<file path="src/regexPkg.sv">
// Regex matcher definitions
`default_nettype none

package regexPkg;

    // Sizes of the engine.
    localparam int PcWidth      = 5;
    localparam int ProgDepth    = 32;
    localparam int CharWidth    = 8;
    localparam int DataWidth    = 8;
    localparam int ListDepth    = 32;
    localparam int ListPtrWidth = $clog2(ListDepth);
    localparam int ListCntWidth = $clog2(ListDepth + 1);

    typedef logic [PcWidth-1:0]   Pc;
    typedef logic [CharWidth-1:0] Char;

    typedef enum logic [2:0] {
        ACCEPT                = 3'd0,
        ACCEPT_PARTIAL        = 3'd1,
        SPLIT                 = 3'd2,
        MATCH                 = 3'd3,
        MATCH_ANY             = 3'd4,
        JMP                   = 3'd5,
        END_WITHOUT_ACCEPTING = 3'd6
    } OpCode;

    // Data holds a character for MATCH and a target PC in its low bits.
    typedef struct packed {
        OpCode                op;
        logic [DataWidth-1:0] data;
    } Instr;

    // A continuation PC and the list it belongs to.
    typedef struct packed {
        Pc    pc;
        logic toCurrent;
    } Thread;

    // Contents of a slot that was never written.
    localparam Instr KillInstr = '{op: END_WITHOUT_ACCEPTING, data: '0};

endpackage

`default_nettype wire

</file>
<file path="src/pcList.sv">
// Program counter FIFO
`timescale 1ns/10ps
`default_nettype none

module pcList (
    input  wire             clk,
    input  wire             rst,
    input  wire             push,
    input  wire regexPkg::Pc pushPc,
    input  wire             pop,
    output regexPkg::Pc     popPc,
    output logic            empty,
    output logic            full,
    input  wire             clear
);
    import regexPkg::*;

    Pc                       slots [ListDepth];
    logic [ListPtrWidth-1:0] wrPtr;
    logic [ListPtrWidth-1:0] rdPtr;
    logic [ListCntWidth-1:0] count;

    // A push in the clearing cycle lands in slot zero.
    always_ff @(posedge clk)
    begin
        if (push)
        begin
            slots[clear ? '0 : wrPtr] <= pushPc;
        end
    end

    always_ff @(posedge clk)
    begin
        if (rst)
        begin
            wrPtr <= '0;
            rdPtr <= '0;
            count <= '0;
        end
        else if (clear)
        begin
            rdPtr <= '0;
            wrPtr <= push ? ListPtrWidth'(1) : '0;
            count <= push ? ListCntWidth'(1) : '0;
        end
        else
        begin
            if (push)
            begin
                wrPtr <= wrPtr + 1'b1;
            end
            if (pop)
            begin
                rdPtr <= rdPtr + 1'b1;
            end
            if (push && !pop)
            begin
                count <= count + 1'b1;
            end
            else if (pop && !push)
            begin
                count <= count - 1'b1;
            end
        end
    end

    assign popPc = slots[rdPtr];
    assign empty = (count == '0);
    assign full  = (count == ListCntWidth'(ListDepth));

    noPushWhenFull: assert property (@(posedge clk) disable iff (rst)
        !(push && full && !clear));
    noPopWhenEmpty: assert property (@(posedge clk) disable iff (rst)
        !(pop && empty && !clear));

endmodule

`default_nettype wire

</file>
<file path="src/progStore.sv">
// Regex program store
`timescale 1ns/10ps
`default_nettype none

module progStore (
    input  wire                 clk,
    input  wire                 rst,
    input  wire                 progWe,
    input  wire regexPkg::Pc    progAddr,
    input  wire regexPkg::Instr progData,
    input  wire                 memValid,
    input  wire regexPkg::Pc    memAddr,
    output logic                memReady,
    output regexPkg::Instr      memData
);
    import regexPkg::*;

    Instr                 slots [ProgDepth];
    logic [ProgDepth-1:0] slotWritten;

    always_ff @(posedge clk)
    begin
        if (progWe)
        begin
            slots[progAddr] <= progData;
        end
    end

    // Tracks which slots hold a host-written instruction.
    always_ff @(posedge clk)
    begin
        if (rst)
        begin
            slotWritten <= '0;
        end
        else if (progWe)
        begin
            slotWritten[progAddr] <= 1'b1;
        end
    end

    // The host write owns the port in its cycle.
    assign memReady = !progWe;

    always_ff @(posedge clk)
    begin
        if (memValid && memReady)
        begin
            memData <= slotWritten[memAddr] ? slots[memAddr] : KillInstr;
        end
    end

endmodule

`default_nettype wire

</file>
<file path="src/regexCpu.sv">
// Pike VM thread executor
`timescale 1ns/10ps
`default_nettype none

module regexCpu (
    input  wire                 clk,
    input  wire                 rst,
    input  wire regexPkg::Char  curChar,
    input  wire                 inPcValid,
    input  wire regexPkg::Pc    inPc,
    output logic                inPcReady,
    output logic                memValid,
    output regexPkg::Pc         memAddr,
    input  wire                 memReady,
    input  wire regexPkg::Instr memData,
    output logic                outValid,
    output regexPkg::Thread     outThread,
    input  wire                 outReady,
    output logic                cpuAccept
);
    import regexPkg::*;

    typedef enum logic [2:0] {
        IDLE,
        FETCH_SEND,
        FETCH_REC,
        EXEC_1,
        EXEC_2
    } State;

    State  state;
    State  stateNext;
    Pc     curPc;
    Instr  curInstr;
    Pc     pcPlusOne;
    Pc     targetPc;
    logic  inExec;
    logic  execValid;
    logic  execAccept;
    Thread execThread;
    State  execNext;

    assign pcPlusOne = curPc + 1'b1;
    assign targetPc  = curInstr.data[PcWidth-1:0];
    assign inExec    = (state == EXEC_1) || (state == EXEC_2);

    always_ff @(posedge clk)
    begin
        if (rst)
        begin
            state <= IDLE;
        end
        else
        begin
            state <= stateNext;
        end
    end

    always_ff @(posedge clk)
    begin
        if (state == IDLE && inPcValid)
        begin
            curPc <= inPc;
        end
        if (state == FETCH_REC)
        begin
            curInstr <= memData;
        end
    end

    // Continuations and accept for the latched instruction.
    always_comb
    begin
        execValid  = 1'b0;
        execAccept = 1'b0;
        execThread = '{pc: pcPlusOne, toCurrent: 1'b1};
        execNext   = IDLE;
        case (curInstr.op)
            ACCEPT:
            begin
                execAccept = (curChar == '0);
            end
            ACCEPT_PARTIAL:
            begin
                execAccept = 1'b1;
            end
            SPLIT:
            begin
                execValid = 1'b1;
                if (state == EXEC_1)
                begin
                    execNext = EXEC_2;
                end
                else
                begin
                    execThread.pc = targetPc;
                end
            end
            MATCH:
            begin
                if (curChar == curInstr.data)
                begin
                    execValid            = 1'b1;
                    execThread.toCurrent = 1'b0;
                end
            end
            MATCH_ANY:
            begin
                execValid            = 1'b1;
                execThread.toCurrent = 1'b0;
            end
            JMP:
            begin
                execValid     = 1'b1;
                execThread.pc = targetPc;
            end
            default:
            begin
                // Thread dies.
            end
        endcase
    end

    always_comb
    begin
        inPcReady = (state == IDLE);
        memValid  = (state == FETCH_SEND);
        memAddr   = curPc;
        outValid  = inExec && execValid;
        outThread = execThread;
        cpuAccept = inExec && execAccept;
        stateNext = state;
        case (state)
            IDLE:
            begin
                if (inPcValid)
                begin
                    stateNext = FETCH_SEND;
                end
            end
            FETCH_SEND:
            begin
                if (memReady)
                begin
                    stateNext = FETCH_REC;
                end
            end
            FETCH_REC:
            begin
                stateNext = EXEC_1;
            end
            EXEC_1, EXEC_2:
            begin
                // Hold the continuation until the sequencer takes it.
                if (!execValid || outReady)
                begin
                    stateNext = execNext;
                end
            end
            default:
            begin
                stateNext = IDLE;
            end
        endcase
    end

    // A stalled continuation stays on offer unchanged.
    outHeldUntilTaken: assert property (@(posedge clk) disable iff (rst)
        (outValid && !outReady) |=> (outValid && $stable(outThread)));

endmodule

`default_nettype wire

</file>
<file path="src/matchSequencer.sv">
// Thread list sequencer
`timescale 1ns/10ps
`default_nettype none

module matchSequencer (
    input  wire                  clk,
    input  wire                  rst,
    input  wire                  start,
    input  wire regexPkg::Pc     startPc,
    input  wire regexPkg::Char   curChar,
    output logic                 charTake,
    output logic                 busy,
    output logic                 done,
    output logic                 matched,
    output logic                 inPcValid,
    output regexPkg::Pc          inPc,
    input  wire                  inPcReady,
    input  wire                  outValid,
    input  wire regexPkg::Thread outThread,
    output logic                 outReady,
    input  wire                  cpuAccept,
    output logic                 pushA,
    output regexPkg::Pc          pushPcA,
    output logic                 popA,
    input  wire regexPkg::Pc     popPcA,
    input  wire                  emptyA,
    input  wire                  fullA,
    output logic                 clearA,
    output logic                 pushB,
    output regexPkg::Pc          pushPcB,
    output logic                 popB,
    input  wire regexPkg::Pc     popPcB,
    input  wire                  emptyB,
    input  wire                  fullB,
    output logic                 clearB
);
    import regexPkg::*;

    // listSel low means list A is the current list.
    logic                 listSel;
    logic [ProgDepth-1:0] visitedCur;
    logic [ProgDepth-1:0] visitedNext;
    logic                 startRun;
    logic                 curEmpty;
    logic                 nextEmpty;
    logic                 destFull;
    logic                 isDup;
    logic                 pushCur;
    logic                 pushNext;
    logic                 stepEnd;
    logic                 runEnd;
    Pc                    outPc;

    assign startRun  = start && !busy;
    assign curEmpty  = listSel ? emptyB : emptyA;
    assign nextEmpty = listSel ? emptyA : emptyB;
    assign outPc     = outThread.pc;

    assign inPcValid = busy && !curEmpty;
    assign inPc      = listSel ? popPcB : popPcA;

    // Threads already seen for their list are taken and dropped.
    assign isDup    = outThread.toCurrent ? visitedCur[outPc] : visitedNext[outPc];
    assign destFull = (outThread.toCurrent ^ listSel) ? fullA : fullB;
    assign outReady = isDup || !destFull;
    assign pushCur  = outValid && outReady && !isDup && outThread.toCurrent;
    assign pushNext = outValid && outReady && !isDup && !outThread.toCurrent;

    assign pushA   = listSel ? pushNext : (startRun || pushCur);
    assign pushB   = listSel ? (startRun || pushCur) : pushNext;
    assign pushPcA = startRun ? startPc : outPc;
    assign pushPcB = startRun ? startPc : outPc;
    assign popA    = inPcValid && inPcReady && !listSel;
    assign popB    = inPcValid && inPcReady && listSel;
    assign clearA  = startRun;
    assign clearB  = startRun;

    // All threads for this character have run.
    assign stepEnd = busy && !cpuAccept && curEmpty && inPcReady;
    assign runEnd  = nextEmpty || (curChar == '0);

    always_ff @(posedge clk)
    begin
        if (rst)
        begin
            busy        <= 1'b0;
            done        <= 1'b0;
            matched     <= 1'b0;
            charTake    <= 1'b0;
            listSel     <= 1'b0;
            visitedCur  <= '0;
            visitedNext <= '0;
        end
        else
        begin
            done     <= 1'b0;
            charTake <= 1'b0;
            if (startRun)
            begin
                busy        <= 1'b1;
                matched     <= 1'b0;
                visitedCur  <= ProgDepth'(1) << startPc;
                visitedNext <= '0;
            end
            else if (busy && cpuAccept)
            begin
                busy    <= 1'b0;
                done    <= 1'b1;
                matched <= 1'b1;
            end
            else if (stepEnd && runEnd)
            begin
                busy <= 1'b0;
                done <= 1'b1;
            end
            else if (stepEnd)
            begin
                listSel     <= !listSel;
                charTake    <= 1'b1;
                visitedCur  <= visitedNext;
                visitedNext <= '0;
            end
            else
            begin
                if (pushCur)
                begin
                    visitedCur[outPc] <= 1'b1;
                end
                if (pushNext)
                begin
                    visitedNext[outPc] <= 1'b1;
                end
            end
        end
    end

    // A new character always starts with threads to run.
    takeHasThreads: assert property (@(posedge clk) disable iff (rst)
        charTake |-> !curEmpty);

endmodule

`default_nettype wire

</file>
<file path="src/regexTop.sv">
// Regex matcher top level
`timescale 1ns/10ps
`default_nettype none

module regexTop (
    input  wire                 clk,
    input  wire                 rst,
    input  wire                 progWe,
    input  wire regexPkg::Pc    progAddr,
    input  wire regexPkg::Instr progData,
    input  wire                 start,
    input  wire regexPkg::Pc    startPc,
    input  wire regexPkg::Char  curChar,
    output logic                charTake,
    output logic                busy,
    output logic                done,
    output logic                matched
);
    import regexPkg::*;

    logic  inPcValid;
    Pc     inPc;
    logic  inPcReady;
    logic  memValid;
    Pc     memAddr;
    logic  memReady;
    Instr  memData;
    logic  outValid;
    Thread outThread;
    logic  outReady;
    logic  cpuAccept;
    logic  pushA;
    Pc     pushPcA;
    logic  popA;
    Pc     popPcA;
    logic  emptyA;
    logic  fullA;
    logic  clearA;
    logic  pushB;
    Pc     pushPcB;
    logic  popB;
    Pc     popPcB;
    logic  emptyB;
    logic  fullB;
    logic  clearB;

    progStore store (.clk, .rst, .progWe, .progAddr, .progData,
                     .memValid, .memAddr, .memReady, .memData);

    regexCpu cpu (.clk, .rst, .curChar, .inPcValid, .inPc, .inPcReady,
                  .memValid, .memAddr, .memReady, .memData,
                  .outValid, .outThread, .outReady, .cpuAccept);

    matchSequencer seq (.clk, .rst, .start, .startPc, .curChar, .charTake, .busy, .done,
                        .matched, .inPcValid, .inPc, .inPcReady, .outValid, .outThread,
                        .outReady, .cpuAccept,
                        .pushA, .pushPcA, .popA, .popPcA, .emptyA, .fullA, .clearA,
                        .pushB, .pushPcB, .popB, .popPcB, .emptyB, .fullB, .clearB);

    pcList listA (.clk, .rst, .push(pushA), .pushPc(pushPcA), .pop(popA), .popPc(popPcA),
                  .empty(emptyA), .full(fullA), .clear(clearA));

    pcList listB (.clk, .rst, .push(pushB), .pushPc(pushPcB), .pop(popB), .popPc(popPcB),
                  .empty(emptyB), .full(fullB), .clear(clearB));

endmodule

`default_nettype wire

</file>
<file path="config.mk">
export PLATFORM = sky130hd
export DESIGN_NAME = regexTop
export DESIGN_NICKNAME = d
export VERILOG_FILES = /design/src/regexPkg.sv /design/src/pcList.sv /design/src/progStore.sv /design/src/regexCpu.sv /design/src/matchSequencer.sv /design/src/regexTop.sv
export SDC_FILE = /design/constraint.sdc
export NUM_CORES = 1
export LEC_CHECK = 0
export BUFFER_PORTS_ARGS = -buffer_cell sky130_fd_sc_hd__buf_2
export CORE_MARGIN = 5
export CORE_UTILIZATION = 55
export DETAILED_ROUTE_END_ITERATION = 6
export MAX_ROUTING_LAYER = met4
export PLACE_DENSITY = 0.72
export SYNTH_ARGS = -nofsm -noshare
export SYNTH_HDL_FRONTEND = slang
export SYNTH_SLANG_ARGS = --single-unit
</file>
<file path="constraint.sdc">
create_clock -name clk -period 10 [get_ports clk]
set_input_delay 2 -clock clk [delete_from_list [all_inputs] [get_ports clk]]
set_output_delay 2 -clock clk [all_outputs]
set_load 0.02 [all_outputs]
</file>
Word level (Yosys, flattened, before mapping). Memory sizes are Yosys's and may differ from the RTL's. A register that Yosys moved wholly into a read port is not among the register bits. Cells that the tools add are included.

Logic and storage cells: 192. Input port bits: 33. Memory bits (writable): 672. Register bits after elaboration: 152. Memories: 3.

Magnitude comparators: 5. Bitwise operators: 7. Mux-type cells: 70. Reduce and logical (&&, ||, !) cells: 62. Equal/unequal tests: 17. $add $sub $neg: 9. Shift operators: 1.

Memories: store.slots (depth 32, bits a word 11, rd ports 1, clocked after memory_dff 1, wr ports 1, RTL line progStore.sv:18) `Instr slots [ProgDepth];`; listA.slots (depth 32, bits a word 5, rd ports 1, clocked after memory_dff 1, wr ports 1, RTL line pcList.sv:18) `Pc slots [ListDepth];`; listB.slots (depth 32, bits a word 5, rd ports 1, clocked after memory_dff 1, wr ports 1, RTL line pcList.sv:18).

Operators with widths (count): 2-to-1 mux 32 bit (7); OR 32 bit (3); 2-to-1 mux 5 bit (13); 2-to-1 mux 6 bit (6); << shifter 1 x 5 -> 32 bit, first input constant (1); 2-to-1 mux 1 bit (29); adder 5 x 1 -> 5 bit, second input constant (5); logical AND 1 bit (23); < comparator 5 x 6 -> 1 bit, second input constant (3); binary-select mux 1 bit (select 5 bit) (3); 2-to-1 mux 3 bit (5); logical NOT 1 bit (14); adder 6 x 1 -> 6 bit, second input constant (2); == test 3 x 2 -> 1 bit, second input constant (4); == test 6 bit, second input constant (2); logical NOT 6 bit (2); case mux 3 bit (4 select lines) (1); nonzero test 3 bit (4); subtractor 6 x 1 -> 6 bit, second input constant (2); demux 1 bit (select 5 bit) (2); >= comparator 5 x 1 -> 1 bit, second input constant (2); case mux 5 bit (2 select lines) (1); == test 3 bit, second input constant (3); AND reduction 3 bit (3); other kinds (15) (31).

Depth between registers and ports, before layout. Gate-level depths: netlist of run 1.

Depth in word-level cells: 17. Depth in mapped cells: 24. Mapped depth without buffers: 20.

Modules after synthesis. A second synthesis of run 1 with hierarchy kept.

Cell total of the unflattened synthesis: 2301. Area total of the unflattened synthesis: 35084.9 sq um.

Modules (own cells, without submodules): progStore (area an instance 15484.9 sq um, times used 1, cells each 835); pcList (area an instance 7358.3 sq um, times used 2, cells each 455); matchSequencer (area an instance 3875.0 sq um, times used 1, cells each 471); regexCpu (area an instance 1008.5 sq um, times used 1, cells each 85).

Worst setup path before layout of run 1. No wires, ideal clock.

Path kind: input-to-reg. Start: input start. End: memory listA.slots[0][4] (netlist name), data pin. Path buffers: 3. Arrival time: 5.436 ns. Path slack: 3.845 ns. Cell stages on the path: 5. Cell sequence: nor2b_1 > clkbuf_1 > clkbuf_1 > clkbuf_1 > o31ai_1.

Cells in the longest elaborated chain, start to end: 2.

RTL lines: start: declaration (RTL line regexTop.sv:11) `input wire start,`; logical AND 1 bit (RTL line matchSequencer.sv:54) `assign startRun = start && !busy;`; 2-to-1 mux 5 bit (RTL line matchSequencer.sv:71) `assign pushPcA = startRun ? startPc : outPc;`; net listA.pushPc[4] (RTL line pcList.sv:9) `input wire regexPkg::Pc pushPc,`; end: declaration (RTL line pcList.sv:18).

The timed path passes the listed nets, and every way through them passes these cells.

Final worst setup path of run 1.
Start: register cpu.curPc[0] (netlist: cpu.memAddr[0]). End: register listA.count[5].

Cells in the longest elaborated chain, start to end: 15. Elaborated cells between the ends (all ways): 22.

RTL lines: start: declaration (RTL line regexCpu.sv:33) `Pc curPc;`; start signal: assignment (RTL line regexCpu.sv:63) `curPc <= inPc;`; adder 5 x 1 -> 5 bit * (RTL line regexCpu.sv:43) `assign pcPlusOne = curPc + 1'b1;`; 2-to-1 mux 5 bit (RTL line regexCpu.sv:90) `if (state == EXEC_1)`; case mux 5 bit (2 select lines) * (RTL line regexCpu.sv:78) `case (curInstr.op)`; binary-select mux 1 bit (select 5 bit) (RTL line matchSequencer.sv:63) `assign isDup = outThread.toCurrent ? visitedCur[outPc] : visitedNext[outPc];`; 2-to-1 mux 1 bit (not written as such) (RTL line matchSequencer.sv:63); 2-to-1 mux 1 bit * (RTL line matchSequencer.sv:63); logical OR 1 bit (RTL line matchSequencer.sv:65) `assign outReady = isDup || !destFull;`; logical AND 1 bit (RTL line matchSequencer.sv:66, matchSequencer.sv:67); logical AND 1 bit * (RTL line matchSequencer.sv:66, matchSequencer.sv:67); logical AND 1 bit (RTL line matchSequencer.sv:66) `assign pushCur = outValid && outReady && !isDup && outThread.toCurrent;`; logical OR 1 bit (RTL line matchSequencer.sv:69) `assign pushA = listSel ? pushNext : (startRun || pushCur);`; 2-to-1 mux 1 bit * (RTL line matchSequencer.sv:69); logical AND 1 bit or logical NOT 1 bit (tied branches) (RTL line pcList.sv:56, pcList.sv:60); 2-to-1 mux 6 bit or logical AND 1 bit (tied branches) (RTL line pcList.sv:56, pcList.sv:60); 2-to-1 mux 6 bit or nonzero test 3 bit (tied branches); end signal: assignment (RTL line pcList.sv:44) `count <= push ? ListCntWidth'(1) : '0;`; end signal: assignment (RTL line pcList.sv:58) `count <= count + 1'b1;`; end signal: assignment (RTL line pcList.sv:62) `count <= count - 1'b1;`; end: declaration (RTL line pcList.sv:21) `logic [ListCntWidth-1:0] count;`.

Every way passes the cells marked *; elsewhere a longest branch is shown, timed or not. The select of a mux whose other input is x is not followed. A chain may end at the register's enable or synchronous reset.

==> results.md, run 1 <==
- Peak supply drop: 0.1684 mV
- CTS Buf Count: 84
- Clock latency on the worst-skew pair: 650 ps
- Post-synthesis sequential area ratio: 67.98%
- Total Routing Usage GR: 23.31%
- DRT antenna net count: 0
- First-pass GRT wire length: 122200 um
- Clock tree buffer depth: 3
- Most frequent cells in the layout: 699 x edfxtp_1, 230 x mux4_2, 219 x nor2_1, 144 x dfxtp_1, 85 x clkbuf_16
- H-Tree Level Count: 3
- Synth Flop Type: edfxtp_1
- Router iterations before antenna repair: 7
- Cells after Synth: 2131
- Detailed-route via count: 19797
- Switching part of the total: 23.80%
- Worst path bufs/invs: 3
- Syn nets: 2180
- Worst-path clk slew: 60 ps
- CTS Sinks: 845
- Vias/cell: 6.436
- Hold Crit Class: reg -> reg
- Largest net degree at the start of global routing: 103
- Final Hold Fails: 0
- Setup TNS: 0 ps
- Pleak: 12.41 nW
- M3 GR Usage: 3.876%
- WL/cell: 25.55 um
- CTS tree: built
- Largest delay share family, worst path: compound AO/OA/AOI/OAI gates
- Sequential fraction of design power: 48.2%
- Post-CTS setup buffer count: 0
- Fin. max-slew vios: 0
- Clock power share: 40.7%
- Commonest non-fill, non-tap cell in the layout: edfxtp_1
- Int Pwr: 6.303 mW
- Die Area: 0.06911 mm^2
- RSZ-0062 raised after global routing: no
- CP dominant cell by count: a21oi_1
- 1st-iter DRT viols: 1923
- Total wire length: 78600 um
- I/O Buffers: 36
- Setup violators final: 0
- M1 GR Usage: 32.32%
- Top cells by area, synth: edfxtp_1 60%, mux4_2 15%, dfxtp_1 8.3%
- PD cells: 210.5 mW/mm^2
- Net count, final: 2206
- MaxCap Viol Count: 0
- Final worst-path cycle share: 64.47%
- Worst slew pin tran: 1194 ps
- Critical path's slowest cell: o22ai_1
- Max FO, Critical Path: 102
- Status: complete, no violations
- Number of synthesized register bits: 845
- CTS root buf: clkbuf_16
- Critical path arrival: 7020 ps
- CP endpoint kind: flip-flop
- Residual DRC: 0
- Synthesized area: 0.03517 mm^2
- Post-cts sizing count: 0
- IO Pins: 37
- Max_slew headroom: 20.23%
- Layout cell share with drive strength beyond 1: 23.73%
- Vias in the first global route: 19774
- Hpwl dp: 48170 um
- Crit path kind: reg -> reg
- Critical path launch point type: flip-flop
- Initial Util: 55.66%
- Core area: 0.06320 mm^2
- Synth warn: 0
- Tot Pwr: 8.271 mW
- DP Area: 0.03627 mm^2
- Reg2Reg Setup Slack: 3550 ps
- Synth unique cells: 79
- Row cnt: 92
- Critical Path, Cell by Cell: buf_12, a21boi_0, nor2_1, a31oi_1, o22ai_1, a22oi_1, nand4_1, nor3_2, nor2_2, inv_1, ha_1, inv_1, ha_1, a21o_1, a21oi_1, o21bai_1, a21oi_1, xnor2_1, or3_1, a21oi_1
- Die height: 262.9 um
- Logic gate share of total power: 11.1%
- Ys async rst share: 0%
- Number of synthesized flops with an enable pin: 699
- Die W: 262.9 um
- Area leader, netlist: edfxtp_1
- Syn_area_per_cell: 16.51 um^2
- Min Tclk post-route: 6447 ps
- Net Sw Power: 1.968 mW
- Biggest cell delay along the critical path: 820 ps
- Met2 Resource Use GR: 36.72%
- Area delta synth->final: 11.73%
- Peak Freq: 155.1 MHz
- Most Crowded Layer GR: met2
- GPL Wtd Cong: 0.8689
- Area fraction of the dominant cell type after synthesis: 59.67%
- Initial antenna violation count: 1
- Design area: 0.03930 mm^2
- CP Data Required Time: 10570 ps
- GRT overflow: 0
- CTS Hold Bufs: 0
- Clock skew: 21.19 ps
[layer usage]
metal  share of wire [%]  vias up
met5                   0        -
met4                 2.7        0
met3                 7.1      137
met2                  49      823
met1                  41    10213
li1                    -     8624
[Yosys cell counts (6+ instances only)]
cell / count
inv_1: 10
nor2b_1: 6
nand2_1: 85
nand2b_1: 9
nor2_1: 221
xor2_1: 9
dfxtp_1: 146
a21oi_1: 38
nand3b_1: 24
buf_2: 14
edfxtp_1: 699
xnor2_1: 19
nor4_1: 42
o221a_2: 32
or3b_2: 14
or3_1: 11
mux2i_1: 38
ha_1: 14
nand3_1: 40
nor3_1: 69
or4_1: 7
o31ai_1: 9
mux2_2: 8
clkbuf_1: 95
mux4_2: 230
nand4_1: 10
a31oi_1: 34
o21ai_0: 48
buf_1: 28
a211oi_1: 34
[final timing paths]
kind	from	endpoint	cells past startpoint
max	cpu.memAddr[0]	listA.count[5]	20
min	store.memData[8]	cpu.curInstr[8]	0
min reg2reg	store.memData[8]	cpu.curInstr[8]	0
max reg2reg	cpu.memAddr[0]	listA.count[5]	20
[power by group through the flow]
| stage | registers [mW] | clock network [mW] | logic (mW) |
|---|---|---|---|
| after floorplan | 4.04 | 0 | 0.645 |
| after global placement | 4.05 | 0 | 0.894 |
| after detailed placement | 4.06 | 0 | 0.918 |
| after CTS | 3.98 | 3.42 | 0.924 |
| after global routing | 3.99 | 3.58 | 0.992 |
| final | 3.98 | 3.37 | 0.918 |
[registers in the layout (all words and copies together), names as in the netlist, 11 cells and up, named ones only]
register and flops:
seq.visitedNext 32, listA.slots 160, store.slots 352, cpu.curInstr 11, seq.visitedCur 32, store.slotWritten 32, listB.slots 160, store.memData 11
[through the flow]
step                cells  util (%)  setup WS [ps]  hold WS, ps
floorplan            2131         -           3845        400.3
global placement     2917     57.39           3689        404.9
detailed placement   2917     57.39           3542        404.5
CTS                  3075     62.18           3589        419.7
global route         3075     62.18           3064        422.2
finish               3076     62.19           3553        415.3
[area by class of cell]
cell class / count / area, um^2
Antenna cell: 1 / 2.502
Fill cell: 4423 / 23900
Clock buffer: 105 / 2262
Tap cell: 846 / 1059
Sequential cell: 845 / 23920
Inverter: 12 / 45.04
Timing Repair Buffer: 86 / 568.0
Multi-Input combinational cell: 1128 / 10680
Clock inverter: 53 / 765.7
[cells by family (layout without fill, tap and decap cells)]
kind of cell | after synthesis | after routing | synth area share (%)
DFF | 845 | 845 | 67.98
and+or+nand+nor | 566 | 566 | 7.858
muxes | 277 | 277 | 16.11
AOI/OAI and AO/OA | 241 | 241 | 4.877
buffers and inverters | 158 | 256 | 1.867
xor gates and xnor gates | 28 | 28 | 0.6972
adders and majority gates | 16 | 16 | 0.6118
other | 0 | 1 | 0
No activity file was read; power rests on OpenSTA's default activity.
==> inputs of run 2 (changes only) <==
- clock period: 10 -> 6.3 ns (I/O delays scaled with it)
==> results.md, run 2 (synthesis results as in run 1) <==
- Failing checks: design-rule violations
- Peak supply drop: 0.3705 mV (+120%)
- Worst slew pin tran: 1240 ps (+46.63 ps)
- I/O Buffers: 36 (unchanged)
- Pleak: 12.49 nW (+0.68%)
- Core area: 0.06320 mm^2 (unchanged)
- Storage cell area: 0.02392 mm^2 (unchanged)
- Fin. max-slew vios: 0 (unchanged)
- First-pass GRT wire length: 122000 um (-0.10%)
- Filler Cells Inserted: 4399 (-0.54%)
- Area of the multi-input gates: 0.01068 mm^2 (unchanged)
- 1st-iter DRT viols: 1829 (-4.9%)
- Tot Pwr: 12.97 mW (+57%)
- CP Data Required Time: 6860 ps (-3710 ps)
- Post-cts sizing count: 0 (unchanged)
- MaxCap Viol Count: 0 (unchanged)
- Critical path arrival: 6280 ps (-740 ps)
- Final Hold Fails: 0 (unchanged)
- RSZ-0062 raised after global routing: no
- Layout cell share with drive strength beyond 1: 24.81% (+1.1 points)
- Ant. Diodes: 0 (-1)
- Clock latency on the worst-skew pair: 640 ps (about the same)
- Residual DRC: 3 (+3)
- Most Crowded Layer GR: met2
- Clock skew: 28.99 ps (+7.807 ps)
- Area delta synth->final: 11.93%
- Top flop regs: store.slots (352), listA.slots (160), listB.slots (160)
- WL/cell: 25.41 um (-0.55%)
- Initial antenna violation count: 1 (unchanged)
- Row cnt: 92 (unchanged)
- Setup TNS: 0 ps (unchanged)
- Peak Freq: 174.9 MHz (+13%)
- M1 GR Usage: 32.32% (about the same)
- GPL Wtd Cong: 0.8964 (+3.2%)
- Largest net degree at the start of global routing: 99 (-3.9%)
- CTS tree: built
- Total Routing Usage GR: 23.30% (about the same)
- Final worst-path cycle share: 90.77% (+26 points)
- Post-CTS setup buffer count: 0 (unchanged)
- GRT overflow: 0 (unchanged)
- IO Pins: 37 (unchanged)
- Die Area: 0.06911 mm^2 (unchanged)
- Worst-path clk slew: 60 ps (about the same)
- Most frequent cells in the layout: 699 x edfxtp_1, 230 x mux4_2, 219 x nor2_1, 144 x dfxtp_1, 86 x clkbuf_16
- Net count, final: 2231 (+1.1%)
- CTS root buf: clkbuf_16
- Critical path launch point type: flip-flop
- CTS Hold Bufs: 0 (unchanged)
- Die height: 262.9 um (unchanged)
- Die W: 262.9 um (unchanged)
- Initial Util: 55.66% (unchanged)
- PD cells: 329.3 mW/mm^2 (+56%)
- Crit path kind: reg -> reg
- CTS Buf Count: 85 (+1.2%)
- Clock tree buffer depth: 3 (unchanged)
- Largest reg by FF count: store.slots
- M3 GR Usage: 3.090% (-0.79 points)
- Min Tclk post-route: 5718 ps (-729.0 ps)
- Setup violators final: 0 (unchanged)
- Commonest non-fill, non-tap cell in the layout: edfxtp_1
- Max_slew headroom: 16.55% (-3.7 points)
- Max FO, Critical Path: 25 (-75%)
- Hpwl dp: 49240 um (+2.2%)
- Total wire length: 78750 um (+0.19%)
- Status: finished, violations left
- CTS Sinks: 845 (unchanged)
- Hold Crit Class: reg -> reg
- CP endpoint kind: flip-flop
- H-Tree Level Count: 3 (unchanged)
- Vias in the first global route: 19573 (-1.0%)
- Met2 Resource Use GR: 37.28% (+0.55 points)
- Number of flip-flops in the largest register: 352 (unchanged)
- Router iterations before antenna repair: 7 (unchanged)
- Detailed-route via count: 19625 (-0.87%)
- Vias/cell: 6.333 (-1.6%)
- DRT antenna net count: 0 (unchanged)
run 2: metrics by stage:
step           cell area, um^2  util, %  hold slack [ps]  cells  setup slack (ps)
2_1_floorplan            35180        -            400.3   2131             807.2
3_3_place_gp             36460    57.70            402.8   2941             679.5
3_5_place_dp             36460    57.70            404.5   2941             583.1
4_1_cts                  39370    62.30            414.6   3099             607.6
5_1_grt                  39370    62.30            422.5   3099             212.7
6_report                 39370    62.30            417.2   3099             581.7
run 2: path summary, 6_finish.rpt:
path                            cells after the start  slack (ps)              start          endpoint
worst max register to register                     20         580    cpu.curInstr[8]    listA.count[5]
worst max-delay path                               20         580    cpu.curInstr[8]    listA.count[5]
worst min-delay path                                0         420  store.memData[10]  cpu.curInstr[10]
worst min register to register                      0         420  store.memData[10]  cpu.curInstr[10]
run 2: metal layers:
layer  vias up  wire length, um
li1       8665                -
met1     10054            32400
met2       785            39620
met3       121             4788
met4         0             1945
met5         -                0
run 2: report_power, final:
group / internal (mW) / switching, mW
Combinational: 0.572 / 0.895
Sequential: 6.24 / 0.0805
Clock: 3.05 / 2.13
run 2: layout make-up:
class                   instances  share of cell area (%)
flip-flops and latches        845                   60.74
well taps                     846                   2.689
clock inverters                47                   1.452
multi-input cells            1128                   27.13
clock buffers                 111                   5.933
inverters                      12                  0.1144
repair buffers                110                   1.932
run 2: critical path, cell delays in order (launching register included):
cell and delay, ps:
edfxtp_1 440, or3b_1 450, o21a_1 250, buf_4 270, mux2_4 430, mux4_2 310
a222oi_1 670, nand4_2 380, a21oi_4 330, nor2_2 220, inv_1 110, ha_1 190
inv_1 120, ha_1 280, a21o_1 170, a21oi_1 210, o21bai_1 90, a21oi_1 190
xnor2_1 90, or3_1 300, a21oi_1 140
